[src/hdl/qla_pkg.sv]
// shared widths, register map and stage structs for the axis control core
// register address: [15:12] space, [7:4] channel, [3:0] offset
// channel 0 is the board channel, channels 1..NUM_AXES are the motor axes
// current words are offset binary, midscale means zero current
`default_nettype none

package qla_pkg;

    // ------------------------------------------------------------------------
    // bus and field widths
    // ------------------------------------------------------------------------
    localparam int NUM_AXES = 4;
    localparam int ADDR_W   = 16;
    localparam int DATA_W   = 32;
    localparam int CHAN_W   = 4;               // address bits 7:4
    localparam int OFF_W    = 4;               // address bits 3:0
    localparam int CUR_W    = 16;

    typedef logic [CHAN_W-1:0] chan_t;
    typedef logic [OFF_W-1:0]  off_t;
    typedef logic [CUR_W-1:0]  cur_t;
    typedef cur_t [NUM_AXES-1:0] cur_vec_t;    // axis 1 sits in element 0

    // ------------------------------------------------------------------------
    // register map
    // ------------------------------------------------------------------------
    localparam logic [3:0] SPACE_MAIN = 4'h0;  // only space kept

    // axis channels
    localparam off_t OFF_ADC_DATA = 4'd0;      // latched current feedback
    localparam off_t OFF_DAC_CTRL = 4'd1;      // current command

    // board channel
    localparam off_t OFF_STATUS   = 4'd0;      // amp_req, faults, board id
    localparam off_t OFF_DOUT     = 4'd1;      // digital outputs

    // reset values
    localparam cur_t     CUR_MID = 16'h8000;
    localparam cur_vec_t CMD_RST = {NUM_AXES{CUR_MID}};   // all axes at zero current

    // ------------------------------------------------------------------------
    // stage structs
    // ------------------------------------------------------------------------
    // decoded write, 41 bits
    typedef struct packed {
        logic              wen;                // set only for main space writes
        chan_t             chan;
        off_t              off;
        logic [DATA_W-1:0] data;
    } reg_wr_t;

    // decoded read, 9 bits
    typedef struct packed {
        logic  in_space;                       // low reads back 0
        chan_t chan;
        off_t  off;
    } reg_rd_t;

    // per-axis state out of the register file, 132 bits
    typedef struct packed {
        cur_vec_t            cur_cmd;
        cur_vec_t            cur_fb;
        logic [NUM_AXES-1:0] amp_req;          // host enable request
    } axis_state_t;

endpackage

`default_nettype wire

[src/hdl/axis_regs.sv]
// register file, DAC commands, feedback latches, amp_req and dout
// writes land one edge after the decode stage
// feedback is sampled every cycle with no qualifier
// a status write is also the fault clear, safety_check sees the same wr
`timescale 1ns/1ns
`default_nettype none

module axis_regs (
    input  wire logic                              sysclk,
    input  wire logic                              rst_n,
    input  qla_pkg::reg_wr_t                       wr,
    input  qla_pkg::cur_vec_t                      cur_fb,
    input  wire logic [qla_pkg::NUM_AXES-1:0]      fault,
    output qla_pkg::axis_state_t                   state,
    output qla_pkg::cur_vec_t                      cur_cmd,
    output logic [3:0]                             dout
);

    logic                          chan0_wr;   // any board channel write
    logic                          status_wr;
    logic                          dout_wr;
    logic [qla_pkg::NUM_AXES-1:0]  cmd_wr;     // per axis DAC write
    logic [qla_pkg::NUM_AXES-1:0]  clr_pulse;  // faulted bits being cleared

    assign chan0_wr  = wr.wen && (wr.chan == '0);
    assign status_wr = chan0_wr && (wr.off == qla_pkg::OFF_STATUS);
    assign dout_wr   = chan0_wr && (wr.off == qla_pkg::OFF_DOUT);

    // one cycle pulse, only where a fault is actually latched
    assign clr_pulse = status_wr ? (wr.data[qla_pkg::NUM_AXES-1:0] & fault) : '0;

    always_comb begin
        for (int a = 0; a < qla_pkg::NUM_AXES; a++) begin
            cmd_wr[a] = wr.wen && (wr.chan == qla_pkg::chan_t'(a + 1)) &&
                        (wr.off == qla_pkg::OFF_DAC_CTRL);
        end
    end

    always_ff @(posedge sysclk) begin
        state.cur_fb <= cur_fb;                    // 1 cycle feedback latch

        if (!rst_n) begin
            state.cur_cmd <= qla_pkg::CMD_RST;     // midscale, no current
            state.amp_req <= '0;
            dout          <= '0;
        end else begin
            for (int a = 0; a < qla_pkg::NUM_AXES; a++) begin
                if (cmd_wr[a])
                    state.cur_cmd[a] <= wr.data[qla_pkg::CUR_W-1:0];
            end
            if (status_wr)
                state.amp_req <= wr.data[qla_pkg::NUM_AXES-1:0];   // also re-arms
            if (dout_wr)
                dout <= wr.data[3:0];
        end
    end

    assign cur_cmd = state.cur_cmd;                // parallel DAC words

    // ------------------------------------------------------------------------
    // checks
    // ------------------------------------------------------------------------
    for (genvar a = 0; a < qla_pkg::NUM_AXES; a++) begin : g_cmd_chk
        ap_cmd_own: assert property (@(posedge sysclk) disable iff (!rst_n)
            !$stable(state.cur_cmd[a]) |-> $past(cmd_wr[a]))
            else $error("DAC command %0d changed without its own write", a + 1);
    end

    // safety_check must drop each cleared fault on the next edge
    ap_fault_clr: assert property (@(posedge sysclk) disable iff (!rst_n)
        (|clr_pulse) |=> ((fault & $past(clr_pulse)) == '0))
        else $error("status write did not clear the latched fault");

endmodule

`default_nettype wire

[src/hdl/qla_top.sv]
// axis control core top, decode -> register file -> safety check
// read mux sits beside the register file
// writes visible 2 cycles after reg_wen, reads return 2 cycles after address
`timescale 1ns/1ns
`default_nettype none

module qla_top #(
    parameter int unsigned SAFETY_CYCLES = 8,      // consecutive over cycles to fault
    parameter int unsigned SAFETY_MARGIN = 16      // added to twice command magnitude
) (
    input  wire logic                              sysclk,
    input  wire logic                              rst_n,
    input  wire logic                              reg_wen,
    input  wire logic [qla_pkg::ADDR_W-1:0]        reg_waddr,
    input  wire logic [qla_pkg::DATA_W-1:0]        reg_wdata,
    input  wire logic [qla_pkg::ADDR_W-1:0]        reg_raddr,
    output logic [qla_pkg::DATA_W-1:0]             reg_rdata,
    input  wire logic [3:0]                        board_id,    // rotary switch
    input  qla_pkg::cur_vec_t                      cur_fb,      // parallel ADC words
    output qla_pkg::cur_vec_t                      cur_cmd,     // parallel DAC words
    output logic [qla_pkg::NUM_AXES-1:0]           amp_enable,
    output logic [3:0]                             dout
);

    // ------------------------------------------------------------------------
    // stage wires
    // ------------------------------------------------------------------------
    qla_pkg::reg_wr_t              wr;
    qla_pkg::reg_rd_t              rd;
    qla_pkg::axis_state_t          state;
    logic [qla_pkg::NUM_AXES-1:0]  fault;

    reg_decode u_decode (
        .sysclk(sysclk), .rst_n(rst_n),
        .reg_wen(reg_wen), .reg_waddr(reg_waddr), .reg_wdata(reg_wdata),
        .reg_raddr(reg_raddr), .wr(wr), .rd(rd)
    );

    axis_regs u_regs (
        .sysclk(sysclk), .rst_n(rst_n), .wr(wr), .cur_fb(cur_fb), .fault(fault),
        .state(state), .cur_cmd(cur_cmd), .dout(dout)
    );

    safety_check #(.SAFETY_CYCLES(SAFETY_CYCLES), .SAFETY_MARGIN(SAFETY_MARGIN)) u_safety (
        .sysclk(sysclk), .rst_n(rst_n), .state(state), .wr(wr),
        .fault(fault), .amp_enable(amp_enable)
    );

    read_mux u_rmux (
        .sysclk(sysclk), .rst_n(rst_n), .rd(rd), .state(state), .fault(fault),
        .dout(dout), .board_id(board_id), .reg_rdata(reg_rdata)
    );

endmodule

`default_nettype wire

[src/hdl/read_mux.sv]
// read data select by channel and offset, registered
// reg_rdata follows reg_raddr two cycles later
// anything unmapped or outside the main space reads 0
`timescale 1ns/1ns
`default_nettype none

module read_mux (
    input  wire logic                              sysclk,
    input  wire logic                              rst_n,
    input  qla_pkg::reg_rd_t                       rd,
    input  qla_pkg::axis_state_t                   state,
    input  wire logic [qla_pkg::NUM_AXES-1:0]      fault,
    input  wire logic [3:0]                        dout,
    input  wire logic [3:0]                        board_id,
    output logic [qla_pkg::DATA_W-1:0]             reg_rdata
);

    localparam int PAD_W = qla_pkg::DATA_W - qla_pkg::CUR_W;

    logic [qla_pkg::DATA_W-1:0] rdata_nxt;

    always_comb begin
        rdata_nxt = '0;
        if (rd.in_space) begin
            // board channel
            if (rd.chan == '0) begin
                case (rd.off)
                    qla_pkg::OFF_STATUS:
                        rdata_nxt = {4'd0, board_id, 16'd0, fault, state.amp_req};
                    qla_pkg::OFF_DOUT:
                        rdata_nxt = {28'd0, dout};
                    default: ;
                endcase
            end
            // motor axes 1..NUM_AXES
            for (int a = 0; a < qla_pkg::NUM_AXES; a++) begin
                if (rd.chan == qla_pkg::chan_t'(a + 1)) begin
                    case (rd.off)
                        qla_pkg::OFF_ADC_DATA: rdata_nxt = {{PAD_W{1'b0}}, state.cur_fb[a]};
                        qla_pkg::OFF_DAC_CTRL: rdata_nxt = {{PAD_W{1'b0}}, state.cur_cmd[a]};
                        default: ;
                    endcase
                end
            end
        end
    end

    always_ff @(posedge sysclk) begin
        if (!rst_n)
            reg_rdata <= '0;
        else
            reg_rdata <= rdata_nxt;                // second read stage
    end

endmodule

`default_nettype wire

[src/hdl/reg_decode.sv]
// first stage, registers the host bus request
// the space test lives only here, later stages trust wen and in_space
// reg_wen is a single cycle strobe, no stall and no handshake
// address bits 11:8 are ignored
`timescale 1ns/1ns
`default_nettype none

module reg_decode (
    input  wire logic                          sysclk,
    input  wire logic                          rst_n,
    input  wire logic                          reg_wen,
    input  wire logic [qla_pkg::ADDR_W-1:0]    reg_waddr,
    input  wire logic [qla_pkg::DATA_W-1:0]    reg_wdata,
    input  wire logic [qla_pkg::ADDR_W-1:0]    reg_raddr,
    output qla_pkg::reg_wr_t                   wr,
    output qla_pkg::reg_rd_t                   rd
);

    logic w_in_space;                          // write hits main space
    logic r_in_space;                          // read hits main space

    assign w_in_space = (reg_waddr[qla_pkg::ADDR_W-1 -: 4] == qla_pkg::SPACE_MAIN);
    assign r_in_space = (reg_raddr[qla_pkg::ADDR_W-1 -: 4] == qla_pkg::SPACE_MAIN);

    always_ff @(posedge sysclk) begin
        // payload, follows the bus every cycle
        wr.chan <= reg_waddr[qla_pkg::OFF_W +: qla_pkg::CHAN_W];
        wr.off  <= reg_waddr[qla_pkg::OFF_W-1:0];
        wr.data <= reg_wdata;
        rd.chan <= reg_raddr[qla_pkg::OFF_W +: qla_pkg::CHAN_W];
        rd.off  <= reg_raddr[qla_pkg::OFF_W-1:0];

        if (!rst_n) begin
            wr.wen      <= 1'b0;
            rd.in_space <= 1'b0;
        end else begin
            wr.wen      <= reg_wen & w_in_space;   // masked strobe
            rd.in_space <= r_in_space;
        end
    end

    // a write to a foreign space must never reach the register file
    ap_space_mask: assert property (@(posedge sysclk) disable iff (!rst_n)
        (reg_wen && !w_in_space) |=> !wr.wen)
        else $error("write strobe passed for a write outside the main space");

endmodule

`default_nettype wire

[src/hdl/safety_check.sv]
// over-current guard, feedback magnitude against twice command plus margin
// magnitudes are distances from midscale, sign is ignored
// needs SAFETY_CYCLES >= 1, fault latches on the Nth consecutive cycle
// only a status write with the axis bit set clears a fault
`timescale 1ns/1ns
`default_nettype none

module safety_check #(
    parameter int unsigned SAFETY_CYCLES = 8,
    parameter int unsigned SAFETY_MARGIN = 16
) (
    input  wire logic                              sysclk,
    input  wire logic                              rst_n,
    input  qla_pkg::axis_state_t                   state,
    input  qla_pkg::reg_wr_t                       wr,
    output logic [qla_pkg::NUM_AXES-1:0]           fault,
    output logic [qla_pkg::NUM_AXES-1:0]           amp_enable
);

    localparam int CNT_W = $clog2(SAFETY_CYCLES + 1);
    localparam int BND_W = qla_pkg::CUR_W + 2;     // 2*mag + margin headroom

    logic                          status_wr;
    logic [qla_pkg::NUM_AXES-1:0]  clr;            // host fault clear
    logic [qla_pkg::NUM_AXES-1:0]  over;           // over-current this cycle
    logic [qla_pkg::NUM_AXES-1:0]  fault_nxt;
    logic [CNT_W-1:0]              cnt [qla_pkg::NUM_AXES];   // consecutive over cycles

    // distance from midscale
    function automatic qla_pkg::cur_t cur_mag(input qla_pkg::cur_t c);
        cur_mag = (c >= qla_pkg::CUR_MID) ? (c - qla_pkg::CUR_MID) : (qla_pkg::CUR_MID - c);
    endfunction

    assign status_wr = wr.wen && (wr.chan == '0) && (wr.off == qla_pkg::OFF_STATUS);
    assign clr       = status_wr ? wr.data[qla_pkg::NUM_AXES-1:0] : '0;

    // ------------------------------------------------------------------------
    // compare and fault set
    // ------------------------------------------------------------------------
    always_comb begin
        for (int a = 0; a < qla_pkg::NUM_AXES; a++) begin
            over[a] = {2'b00, cur_mag(state.cur_fb[a])} >
                      ({1'b0, cur_mag(state.cur_cmd[a]), 1'b0} + BND_W'(SAFETY_MARGIN));
            // clear wins over a set in the same cycle
            fault_nxt[a] = clr[a] ? 1'b0 :
                           (fault[a] | (over[a] && (cnt[a] == CNT_W'(SAFETY_CYCLES - 1))));
        end
    end

    always_ff @(posedge sysclk) begin
        if (!rst_n) begin
            fault      <= '0;
            amp_enable <= '0;
            for (int a = 0; a < qla_pkg::NUM_AXES; a++)
                cnt[a] <= '0;
        end else begin
            fault      <= fault_nxt;
            amp_enable <= state.amp_req & ~fault_nxt;  // drops on the fault edge
            for (int a = 0; a < qla_pkg::NUM_AXES; a++) begin
                if (clr[a] || !over[a])
                    cnt[a] <= '0;                       // restart filter
                else if (cnt[a] != CNT_W'(SAFETY_CYCLES - 1))
                    cnt[a] <= cnt[a] + 1'b1;            // saturates
            end
        end
    end

    // enable needs a prior request from the register file and no fault
    for (genvar a = 0; a < qla_pkg::NUM_AXES; a++) begin : g_amp_chk
        ap_amp_safe: assert property (@(posedge sysclk) disable iff (!rst_n)
            amp_enable[a] |-> (!fault[a] && $past(state.amp_req[a])))
            else $error("amp_enable %0d high while faulted or not requested", a + 1);
    end

endmodule

`default_nettype wire

[config.mk]
export PLATFORM = sky130hd
export DESIGN_NAME = qla_top
export DESIGN_NICKNAME = d
export VERILOG_FILES = /design/src/hdl/qla_pkg.sv /design/src/hdl/axis_regs.sv /design/src/hdl/qla_top.sv /design/src/hdl/read_mux.sv /design/src/hdl/reg_decode.sv /design/src/hdl/safety_check.sv
export SDC_FILE = /design/constraint.sdc
export NUM_CORES = 1
export LEC_CHECK = 0
export ABC_AREA = 0
export BUFFER_PORTS_ARGS = -buffer_cell sky130_fd_sc_hd__buf_2
export CORE_MARGIN = 5
export CORE_UTILIZATION = 55
export DETAILED_ROUTE_END_ITERATION = 10
export PLACE_DENSITY = 0.88
export SKIP_LAST_GASP = 1
export SLEW_MARGIN = 20
export SYNTH_ARGS = -nofsm -noshare
export SYNTH_HDL_FRONTEND = slang
export SYNTH_SLANG_ARGS = --single-unit
[constraint.sdc]
create_clock -name sysclk -period 6.1 [get_ports sysclk]
set_input_delay 0.305 -clock sysclk [delete_from_list [all_inputs] [get_ports sysclk]]
set_output_delay 0.305 -clock sysclk [all_outputs]
set_load 0.01 [all_outputs]
==> run_results.csv, run 1 <==
group,metric,value,unit
cts,path_clk_slew,0.06,ns
worst_hold_path,whs_path_depth,2,
finish,fill_cells,1887,
placement,place.gp.congestion,0.964,
pwr,power_leakage,6.53,nW
yosys,avgSynthCellArea,8.46,um2
detailed_routing,num_vias,12900,
worst_hold_path,hold_path.class,"input pin to flop",
sta,max_slew_margin,0.235,
run_status,outcome,"completed",
worst_hold_path,min_to,"u_rmux.reg_rdata[25]$_SDFF_PN0_",
yosys,yosysUniqueCellTypes,83,
finish,final_cells,2093,
die,ioPinCount,239,
yosys,synth_flop_cell,"dfxtp_1",
cts,post_cts_resized,0,
cts,cts_tree,"done",
worst_hold_path,hp-start,"board_id[1]",
finish,diodes,0,
cts,post_cts_buffers,0,
placement,place_inst,1958,
sta,report.final.slew_viol_count,0,
worst_setup_path,crit_slowest_cell,"or4b_2",
yosys,yosys_warnings,0,
worst_setup_path,regToRegEndpoint,"u_safety.cnt[0][6]$_SDFFCE_PN0P_",
die,dieArea,27700,um2
grt,grt_pass1_wl,67200,um
pwr,powerDensity,205,nW/um2
yosys,ys_async_sr_fraction,0,
yosys,ys_ff_latch,214,
finish,multiInputGateArea,7850,um2
die,die_w,166,um
die,rows,57,
sta,fin_skew,0.0178,ns
cts,clk-insertion-delay-late,0.52,ns
sta,rsz0062_at_grt,"false",
detailed_routing,route.final.wire_length,43700,um
pwr,ir_worst_vdd,0.266,mV
worst_setup_path,cp_top_family,"simple AND/OR/NAND/NOR gates",
yosys,synth-edff-count,16,
cts,root_buffer,"clkbuf_16",
job,max-cap-violations,0,
detailed_routing,drc_errors,0,
sta,setup_violations,0,
sta,final_hold_viol_count,0,
grt,antenna_found_initial,0,
worst_setup_path,cp.required,6.34,ns
die,die_y,166,um
detailed_routing,first_pass_iters,7,
worst_setup_path,rrSetupSlack,1.19,ns
sta,finalSetupTns,0,ns
detailed_routing,drt_iter0_drc,1674,
cts,postCtsHoldBufs,97,
finish,seqCellArea,4440,um2
sta,worstMarginPinSlew,1.14,ns
worst_setup_path,max_stage_delay,0.67,ns
pwr,power.total,3.20,mW
grt,grt_start_max_net_pins,76,
yosys,syn_area,13400,um2
die,core_region_area,24200,um2
grt,grt_usage,0.296,
grt,grt_overflow,0,
worst_setup_path,cp_num_buf_inv,1,
finish,syn_to_final_growth,16.3,%
detailed_routing,viasPerCell,6.16,
cts,cts.sinks,214,
placement,io_buffers,202,
die,initial_core_util,0.556,
detailed_routing,ant_nets,0,
worst_setup_path,rr_worst_depth,16,
grt,grt_pass1_vias,12500,
yosys,syn_inst,1589,
cts,clk_path_buf_depth,3,
sta,fin_crit,4.91,ns
worst_setup_path,worst_setup_path_end_kind,"flop",
cts,cts-buffers-inserted,23,
worst_setup_path,cp_cell_sequence,"inv_1 > ha_1 > or4b_2 > o21bai_1 > xor2_1 > or4_1 > or3_1 > nor3_1 > o32ai_1 > ha_1 > nand4_1 > nor2_1 > o31ai_1 > o2111ai_1 > nand4_1 > or4_1",
yosys,yosysSeqAreaShare,0.331,
worst_setup_path,cp_data_arrival_time,5.15,ns
worst_setup_path,cp_max_fo,8,
detailed_routing,wl_per_cell,20.9,um
finish,drive_gt1_frac,0.159,
cts,htreeDepth,1,
worst_setup_path,r2r_start,"u_regs.cur_cmd[17]$_SDFFE_PN0P_",
placement,place_hpwl,30400,um
sta,fmax,204,MHz
worst_setup_path,critPathKind,"flop to flop",
worst_setup_path,critical_path.startpoint_type,"flop",
sta,finalCritPeriodShare,0.805,
finish,nNetsFinal,1967,
## cell type report
cell class | count | area share
multi-input cells | 1161 | 0.502
flip-flops and latches | 214 | 0.284
repair buffers | 303 | 0.129
clock buffers | 29 | 0.0395
well taps | 324 | 0.0259
inverters | 53 | 0.0127
clock inverters | 9 | 0.00680
## state kept, by name, indices dropped and copies added (netlist names)
name and count:
u_decode.rd 9, u_decode.wr 25, u_regs.cur_cmd 64, u_regs.dout 4, u_regs.state 68, u_rmux.reg_rdata 20
u_safety.amp_enable 4, u_safety.cnt 16, u_safety.fault 4
## per-stage QoR
stage                     setup slack (ns)  hold slack (ns)  area, um2   util
after global placement                1.41            0.407      13900  0.576
after CTS                             1.23           0.0136      15600  0.646
final                                 1.19           0.0172      15600  0.647
after detailed placement              1.26            0.409      13900  0.576
after global routing                 0.911           0.0334      15600  0.647
after floorplan                       1.71            0.333      13500      -
## layer usage
layer	vias up	routed length [um]	GRT usage
li1	5897	-	-
met1	5970	16700	0.367
met2	844	19800	0.483
met3	179	4450	0.0588
met4	0	2740	0.164
met5	-	0	0
## Yosys cell counts (all sizes together), types with 11 or more instances
library cell / instances / area, um2
edfxtp: 16 / 480
a21o: 12 / 90.1
nand2: 65 / 244
buf: 90 / 644
clkbuf: 82 / 369
dfxtp: 198 / 3960
nand3: 18 / 90.1
or4: 12 / 97.6
o22ai: 27 / 169
inv: 53 / 199
and3: 14 / 87.6
nor2: 245 / 920
nor2b: 11 / 68.8
o31ai: 11 / 87.6
ha: 76 / 951
and2: 11 / 68.8
xor2: 70 / 613
a21oi: 86 / 434
nor4: 31 / 215
nor3: 41 / 205
xnor2: 72 / 631
o21ai: 20 / 104
mux2i: 74 / 741
a22oi: 69 / 518
nand4: 20 / 125
a31oi: 12 / 75.1
or2: 17 / 106
## power breakdown
group          total (mW)  internal (mW)  switching (mW)
logic               0.310          0.159           0.152
clock network        1.37          0.800           0.568
registers            1.53           1.46          0.0692
## kinds of logic (layout without fill, tap and decap cells)
| family | after synthesis | count (layout) | synth area share |
|---|---|---|---|
| other | 1 | 12 | 0.000279 |
| and+or+nand+nor | 544 | 544 | 0.201 |
| DFF | 214 | 214 | 0.331 |
| buffers and inverters | 225 | 394 | 0.0902 |
| muxes | 75 | 75 | 0.0559 |
| xor gates and xnor gates | 142 | 142 | 0.0925 |
| AOI/OAI and AO/OA | 312 | 312 | 0.159 |
| adders and majority gates | 76 | 76 | 0.0707 |
## cell usage in the layout, fill, tap and decap left out, types with 8 or more instances in the layout
cell type	count
a21o_1	12
a21oi_1	85
a22oi_1	69
a31oi_1	12
and2_1	11
and3_1	14
buf_2	202
clkbuf_16	23
conb_1	12
dfxtp_1	198
dlygate4sd3_1	97
edfxtp_1	16
ha_1	76
inv_1	52
mux2i_1	74
nand2_1	65
nand2b_1	10
nand3_1	18
nand3b_1	9
nand4_1	20
nor2_1	244
nor2b_1	10
nor3_1	41
nor4_1	28
o21ai_0	19
o21bai_1	8
o22ai_1	27
o31ai_1	10
or2_2	16
or4_1	10
xnor2_1	72
xor2_1	70
## worst max path at each step
| stage | from | to | slack (ns) | depth (start not counted) |
|---|---|---|---|---|
| after floorplan | u_regs.cur_cmd[16]$_SDFFE_PN0P_ | u_safety.cnt[0][4]$_SDFFCE_PN0P_ | 1.71 | 14 |
| after global placement | u_regs.cur_cmd[16]$_SDFFE_PN0P_ | u_safety.cnt[0][4]$_SDFFCE_PN0P_ | 1.41 | 16 |
| after detailed placement | u_regs.cur_cmd[16]$_SDFFE_PN0P_ | u_safety.cnt[0][5]$_SDFFCE_PN0P_ | 1.26 | 16 |
| after CTS | u_regs.cur_cmd[16]$_SDFFE_PN0P_ | u_safety.cnt[0][5]$_SDFFCE_PN0P_ | 1.23 | 16 |
| after global routing | u_regs.cur_cmd[17]$_SDFFE_PN0P_ | u_safety.cnt[0][4]$_SDFFCE_PN0P_ | 0.91 | 16 |
| final | u_regs.cur_cmd[17]$_SDFFE_PN0P_ | u_safety.cnt[0][6]$_SDFFCE_PN0P_ | 1.19 | 16 |
Power figures use the tool's default switching activity.
==> inputs of run 2 (changes only) <==
--- a/config.mk
+++ b/config.mk
@@ -5,12 +5,12 @@
 export SDC_FILE = /design/constraint.sdc
 export NUM_CORES = 1
 export LEC_CHECK = 0
-export ABC_AREA = 0
+export ABC_AREA = 1
 export BUFFER_PORTS_ARGS = -buffer_cell sky130_fd_sc_hd__buf_2
 export CORE_MARGIN = 5
-export CORE_UTILIZATION = 55
+export CORE_UTILIZATION = 51
 export DETAILED_ROUTE_END_ITERATION = 10
-export PLACE_DENSITY = 0.88
+export PLACE_DENSITY = 0.86
 export SKIP_LAST_GASP = 1
 export SLEW_MARGIN = 20
 export SYNTH_ARGS = -nofsm -noshare
==> constraint.sdc (replaced) <==
create_clock -name sysclk -period 4.3 [get_ports sysclk]
set_input_delay 0.215 -clock sysclk [delete_from_list [all_inputs] [get_ports sysclk]]
set_output_delay 0.215 -clock sysclk [all_outputs]
set_load 0.01 [all_outputs]
==> run 2 against run 1 <==
First-iteration DRC count up 0.12%. Sequential share of layout area fell by 0.075 points. Sequential power up 39%. Via count is 2.0% higher. Worst hold slack better by 0.29 ns.
==> run_results.csv, run 2 <==
group,metric,value,unit
sta,finalSetupTns,0,ns
sta,setup_violations,0,
cts,clk-insertion-delay-late,0.54,ns
worst_setup_path,cp_max_fo,5,
yosys,synthTopCellsByCount,"nand2_1 (356), dfxtp_1 (198), inv_1 (196)",
worst_setup_path,regToRegEndpoint,"u_safety.cnt[0][13]$_SDFFCE_PN0P_",
pwr,ir_worst_vdd,0.330,mV
finish,nNetsFinal,2194,
yosys,synth-edff-count,16,
yosys,yosysSeqAreaShare,0.341,
finish,largest_register_ffs,68,
sta,fin_crit,3.88,ns
placement,placed_area,13800,um2
sta,fin_hold_ws,0.302,ns
finish,drive_gt1_frac,0.168,
worst_setup_path,rrSetupSlack,0.42,ns
finish,reg_top3,"u_regs.state x68, u_regs.cur_cmd x64, u_decode.wr x25",
worst_setup_path,critPathKind,"flop to flop",
sta,fin_skew,0.0180,ns
finish,design_area,15700,um2
sta,rsz0062_at_grt,"false",
detailed_routing,first_pass_iters,8,
yosys,avgSynthCellArea,7.42,um2
worst_setup_path,rr_worst_depth,20,
sta,finalCritPeriodShare,0.902,
placement,io_buffers,202,
yosys,syn_inst,1754,
grt,grt_overflow,0,
cts,path_clk_slew,0.07,ns
sta,fmax,258,MHz
worst_setup_path,cp.required,4.58,ns
yosys,synth_most_common_cell,"nand2_1",
sta,final_hold_viol_count,0,
yosys,syn_area,13000,um2
die,die_w,170,um
detailed_routing,wl_per_cell,18.0,um
cts,cts.sinks,214,
cts,htreeDepth,1,
detailed_routing,num_vias,13100,
worst_hold_path,whs_path_depth,2,
cts,cts-buffers-inserted,24,
worst_hold_path,hp-start,"reg_raddr[4]",
yosys,yosysTopAreaCell,"dfxtp_1",
worst_setup_path,worst_setup_path_end_kind,"flop",
die,ioPinCount,239,
detailed_routing,route.final.wire_length,42100,um
grt,grt_pass1_wl,64500,um
yosys,yosysUniqueCellTypes,59,
sta,worstMarginPinSlew,1.03,ns
worst_setup_path,cp_data_arrival_time,4.15,ns
die,core_region_area,25200,um2
detailed_routing,drc_errors,0,
detailed_routing,viasPerCell,5.64,
yosys,yosys_warnings,0,
run_status,outcome,"completed",
worst_hold_path,hold_path.class,"input pin to flop",
yosys,synth_flop_cell,"dfxtp_1",
pwr,power.total,4.78,mW
yosys,synth_top_area_share,0.305,
detailed_routing,ant_nets,0,
job,max-cap-violations,0,
die,initial_core_util,0.517,
cts,cts_tree,"done",
cts,post_cts_resized,0,
finish,fin_util,0.622,
pwr,power_leakage,7.24,nW
placement,place.gp.congestion,0.963,
grt,grt_usage,0.279,
finish,final_cell_mix,"nand2_1 (355), buf_2 (202), dfxtp_1 (198)",
sta,report.final.slew_viol_count,0,
yosys,synthTopCellsByArea,"dfxtp_1 (30%), nand2_1 (10%), ha_1 (7.3%)",
detailed_routing,drt_iter0_drc,1676,
worst_hold_path,min_to,"u_decode.rd[4]$_DFF_P_",
cts,root_buffer,"clkbuf_16",
finish,final_common_cell,"nand2_1",
grt,grt_start_max_net_pins,50,
die,die_y,170,um
die,rows,58,
placement,place_hpwl,31300,um
sta,max_slew_margin,0.312,
grt,grt_pass1_vias,12500,
grt,antenna_found_initial,0,
die,dieArea,28800,um2
finish,largest_register,"u_regs.state",
cts,clk_path_buf_depth,3,
pwr,powerDensity,305,nW/um2
finish,syn_to_final_growth,20.4,%
yosys,ys_ff_latch,214,
worst_setup_path,critical_path.startpoint_type,"flop",
worst_setup_path,r2r_start,"u_regs.cur_cmd[48]$_SDFFE_PN0P_",
yosys,ys_async_sr_fraction,0,
[run 2: cell count changes after synthesis, sizes merged, moves of 18 or more]
| cell | change |
|---|---|
| nand3 | +81 |
| mux2i | -74 |
| inv | +160 |
| nand2 | +303 |
| a22oi | -65 |
| nor4 | -21 |
| nor3 | -18 |
| xnor2 | -55 |
| o21ai | +67 |
| a211oi | +26 |
| o22ai | +30 |
| clkbuf | -50 |
| xor2 | +23 |
| nor2 | -73 |
[run 2: layout make-up]
| type | count | area [um2] |
|---|---|---|
| fill | 2072 | 9510 |
| multi-input combinational | 1212 | 7030 |
| sequential | 214 | 4440 |
| timing repair buffer | 316 | 2130 |
| inverter | 215 | 810 |
| clock buffer | 32 | 746 |
| tap | 330 | 413 |
| clock inverter | 11 | 98.8 |
| antenna | 1 | 2.50 |
[run 2: how the worst max path moves through the flow]
stage                                                from                                 to  slack, ns
after global placement    u_regs.cur_cmd[48]$_SDFFE_PN0P_  u_safety.cnt[0][14]$_SDFFCE_PN0P_       0.58
after detailed placement  u_regs.cur_cmd[48]$_SDFFE_PN0P_  u_safety.cnt[0][15]$_SDFFCE_PN0P_       0.49
final                     u_regs.cur_cmd[48]$_SDFFE_PN0P_  u_safety.cnt[0][13]$_SDFFCE_PN0P_       0.42
after global routing      u_regs.cur_cmd[48]$_SDFFE_PN0P_  u_safety.cnt[0][14]$_SDFFCE_PN0P_       0.06
after CTS                 u_regs.cur_cmd[48]$_SDFFE_PN0P_  u_safety.cnt[0][15]$_SDFFCE_PN0P_       0.46
after floorplan           u_regs.cur_cmd[48]$_SDFFE_PN0P_  u_safety.cnt[0][12]$_SDFFCE_PN0P_       0.94
[run 2: power by group]
group | leakage, nW | switching, mW | total, mW | internal [mW]
clock network | 0.419 | 0.873 | 2.16 | 1.29
registers | 1.82 | 0.0521 | 2.12 | 2.07
logic | 4.99 | 0.280 | 0.506 | 0.225
[run 2: worst max-delay path, stage by stage (launching register included)]
cell     delay (ns)
dfxtp_1        0.33
inv_1          0.17
ha_1           0.20
inv_1          0.06
nor2_1         0.17
nand3_4        0.12
o21ai_4        0.22
xor2_2         0.16
inv_1          0.09
nor3_2         0.22
nand2_1        0.10
xnor2_1        0.14
ha_1           0.29
nand2_1        0.09
nor3_1         0.24
nand2_1        0.08
nand3_1        0.07
nand2_1        0.05
a21oi_1        0.35
nand4_4        0.16
or2_1          0.30
[run 2: per-layer routing]
layer	wire length, um	share of wire	GRT usage
met5	0	0	0
met4	2440	0.058	0.131
met3	4880	0.12	0.0717
met2	19400	0.46	0.474
met1	15300	0.36	0.331
[run 2: kinds of logic (layout without fill, tap and decap cells)]
kind of cell	Yosys count	count (layout)	synth area share
AOI/OAI and AO/OA	294	294	0.136
adders and majority gates	76	76	0.0731
DFF	214	214	0.341
xor gates and xnor gates	110	110	0.0763
other	1	13	0.000288
buffers and inverters	339	574	0.123
and+or+nand+nor	720	720	0.249
[run 2: timing repair]
action / 4_1_cts / 5_1_grt
buffers inserted: 0 / 0
hold buffers: 104 / 0
endpoints found under the hold margin: 102 / 0
[run 2: metrics by stage]
| step | cells | setup slack [ns] |
|---|---|---|
| floorplan | 1765 | 0.937 |
| global placement | 2183 | 0.584 |
| CTS | 2330 | 0.456 |
| global route | 2330 | 0.0567 |
| finish | 2331 | 0.422 |
| detailed placement | 2183 | 0.486 |
==> inputs of run 3 (changes only) <==
--- a/config.mk
+++ b/config.mk
@@ -5,12 +5,12 @@
 export SDC_FILE = /design/constraint.sdc
 export NUM_CORES = 1
 export LEC_CHECK = 0
-export ABC_AREA = 1
+export ABC_AREA = 0
 export BUFFER_PORTS_ARGS = -buffer_cell sky130_fd_sc_hd__buf_2
 export CORE_MARGIN = 5
-export CORE_UTILIZATION = 51
+export CORE_UTILIZATION = 52
 export DETAILED_ROUTE_END_ITERATION = 10
-export PLACE_DENSITY = 0.86
+export PLACE_DENSITY = 0.87
 export SKIP_LAST_GASP = 1
 export SLEW_MARGIN = 20
 export SYNTH_ARGS = -nofsm -noshare
==> run 3 against run 2 <==
The flow now finishes with violations (DRC). Via count grew 1.3%. Largest cell class unchanged. Wire length grew 8.1%. Cell area grew 3.9%. Combinational power shrank 11%. Clock skew shrank 0.0012 ns. Sequential share of layout area shrank 1.0 points. Die area grew 1.2%. Non-clock buffer count grew 42. Register-to-register slack lost 0.29 ns.
==> run_results.csv, run 3 (same netlist as run 1, synthesis figures left out) <==
group,metric,value,unit
run_status,outcome,"finished, violations left",
run_status,violations,"DRC",
pwr,powerDensity,293,nW/um2
cts,clk_path_buf_depth,3,
worst_setup_path,worst_setup_path_end_kind,"flop",
grt,grt_usage,0.297,
detailed_routing,route.final.wire_length,45500,um
finish,fin_util,0.643,
cts,clk-insertion-delay-late,0.53,ns
pwr,power_leakage,6.92,nW
grt,antenna_found_initial,1,
die,die_y,171,um
sta,fin_crit,4.17,ns
detailed_routing,viasPerCell,6.17,
worst_setup_path,critical_path.startpoint_type,"flop",
worst_setup_path,critPathKind,"flop to flop",
finish,fill_cells,1897,
finish,reg_top3,"u_regs.state x68, u_regs.cur_cmd x64, u_decode.wr x25",
finish,final_common_cell,"nor2_1",
sta,setup_slack,0.129,ns
grt,grt_overflow,0,
sta,worstMarginPinSlew,1.12,ns
finish,drive_gt1_frac,0.194,
sta,fmax,240,MHz
sta,finalCritPeriodShare,0.970,
finish,design_area,16300,um2
finish,nNetsFinal,2023,
grt,grt_pass1_vias,12900,
sta,fin_skew,0.0167,ns
grt,grt_pass1_wl,69500,um
worst_setup_path,cp_max_fo,5,
die,dieArea,29200,um2
placement,pre_cts_ws,0.0135,ns
detailed_routing,ant_nets,0,
die,initial_core_util,0.531,
finish,syn_to_final_growth,21.2,%
die,ioPinCount,239,
detailed_routing,wl_per_cell,21.1,um
die,rows,58,
cts,cts_tree,"done",
sta,setup_violations,0,
placement,placed_area,14300,um2
die,die_w,171,um
cts,cts-buffers-inserted,24,
sta,final_hold_viol_count,0,
pwr,power.total,4.78,mW
cts,cts.sinks,214,
pwr,ir_worst_vdd,0.295,mV
finish,final_cell_mix,"nor2_1 (244), buf_2 (202), dfxtp_1 (195)",
cts,path_clk_slew,0.06,ns
job,max-cap-violations,0,
worst_setup_path,cp_data_arrival_time,4.46,ns
detailed_routing,drt_iter0_drc,1554,
placement,place_hpwl,31300,um
grt,grt_start_max_net_pins,66,
placement,place.gp.congestion,0.978,
sta,report.final.slew_viol_count,0,
detailed_routing,num_vias,13300,
placement,io_buffers,202,
die,core_region_area,25300,um2
sta,max_slew_margin,0.252,
finish,largest_register,"u_regs.state",
worst_hold_path,hold_path.class,"input pin to flop",
cts,htreeDepth,1,
detailed_routing,first_pass_iters,10,
detailed_routing,drc_errors,1,
finish,largest_register_ffs,68,
worst_setup_path,cp.required,4.59,ns
cts,root_buffer,"clkbuf_16",
-- run 3: per-layer routing --
layer	track usage	part of all wire
met5	0	0
met4	0.181	0.071
met3	0.0628	0.10
met2	0.480	0.45
met1	0.362	0.37
-- run 3: area by class of cell --
type	count	area [um2]	area share
timing repair buffer	358	2450	0.150
multi-input combinational	1161	7950	0.488
clock inverter	10	111	0.00684
inverter	53	199	0.0122
tap	330	413	0.0253
antenna	1	2.50	0.000154
clock buffer	32	723	0.0444
sequential	214	4450	0.273
-- run 3: power breakdown --
part	leakage [nW]	total [mW]	internal (mW)	switching (mW)
Combinational	4.67	0.450	0.234	0.217
Sequential	1.83	2.17	2.07	0.0997
Clock	0.419	2.16	1.30	0.862
Total	6.92	4.78	3.60	1.18
-- run 3: final timing paths --
kind,from,to,slack (ns),depth (start not counted)
hold reg to reg,u_safety.fault[2]$_SDFF_PN0_,u_safety.fault[2]$_SDFF_PN0_,0.49,2
setup reg to reg,u_regs.cur_cmd[16]$_SDFFE_PN0P_,u_safety.cnt[0][5]$_SDFFCE_PN0P_,0.13,17
setup / recovery,u_regs.cur_cmd[16]$_SDFFE_PN0P_,u_safety.cnt[0][5]$_SDFFCE_PN0P_,0.13,17
hold / removal,rst_n,u_regs.cur_cmd[31]$_SDFFE_PN1P_,0.07,2
-- run 3: critical path, cell delays in order, from the launching register on --
cell	delay [ns]
dfxtp_1	0.31
inv_1	0.05
ha_1	0.16
or4b_4	0.51
o21bai_1	0.18
xor2_1	0.11
or4_4	0.46
or3_4	0.39
nor3_2	0.19
o32ai_1	0.11
ha_1	0.29
nand4_1	0.11
nor2_1	0.16
o31ai_1	0.09
o2111ai_1	0.08
nand4_1	0.16
buf_4	0.18
nor4_1	0.39
-- run 3: metrics by stage --
| stage | hold WS [ns] | cells | TNS, ns |
|---|---|---|---|
| floorplan | 0.243 | 1600 | 0 |
| global placement | 0.318 | 2008 | 0 |
| detailed placement | 0.319 | 2008 | 0 |
| CTS | 0.0593 | 2154 | 0 |
| global route | 0.0709 | 2159 | -0.0491 |
| finish | 0.0702 | 2159 | 0 |
-- run 3: timing repair --
action                     4_1_cts  5_1_grt
cloned                           0        0
hold buffers                   104        0
resized for setup                1       20
setup endpoints to repair        4       31
hold endpoints to repair       102        0
pin swaps                        0        6
setup buffers                    0        3
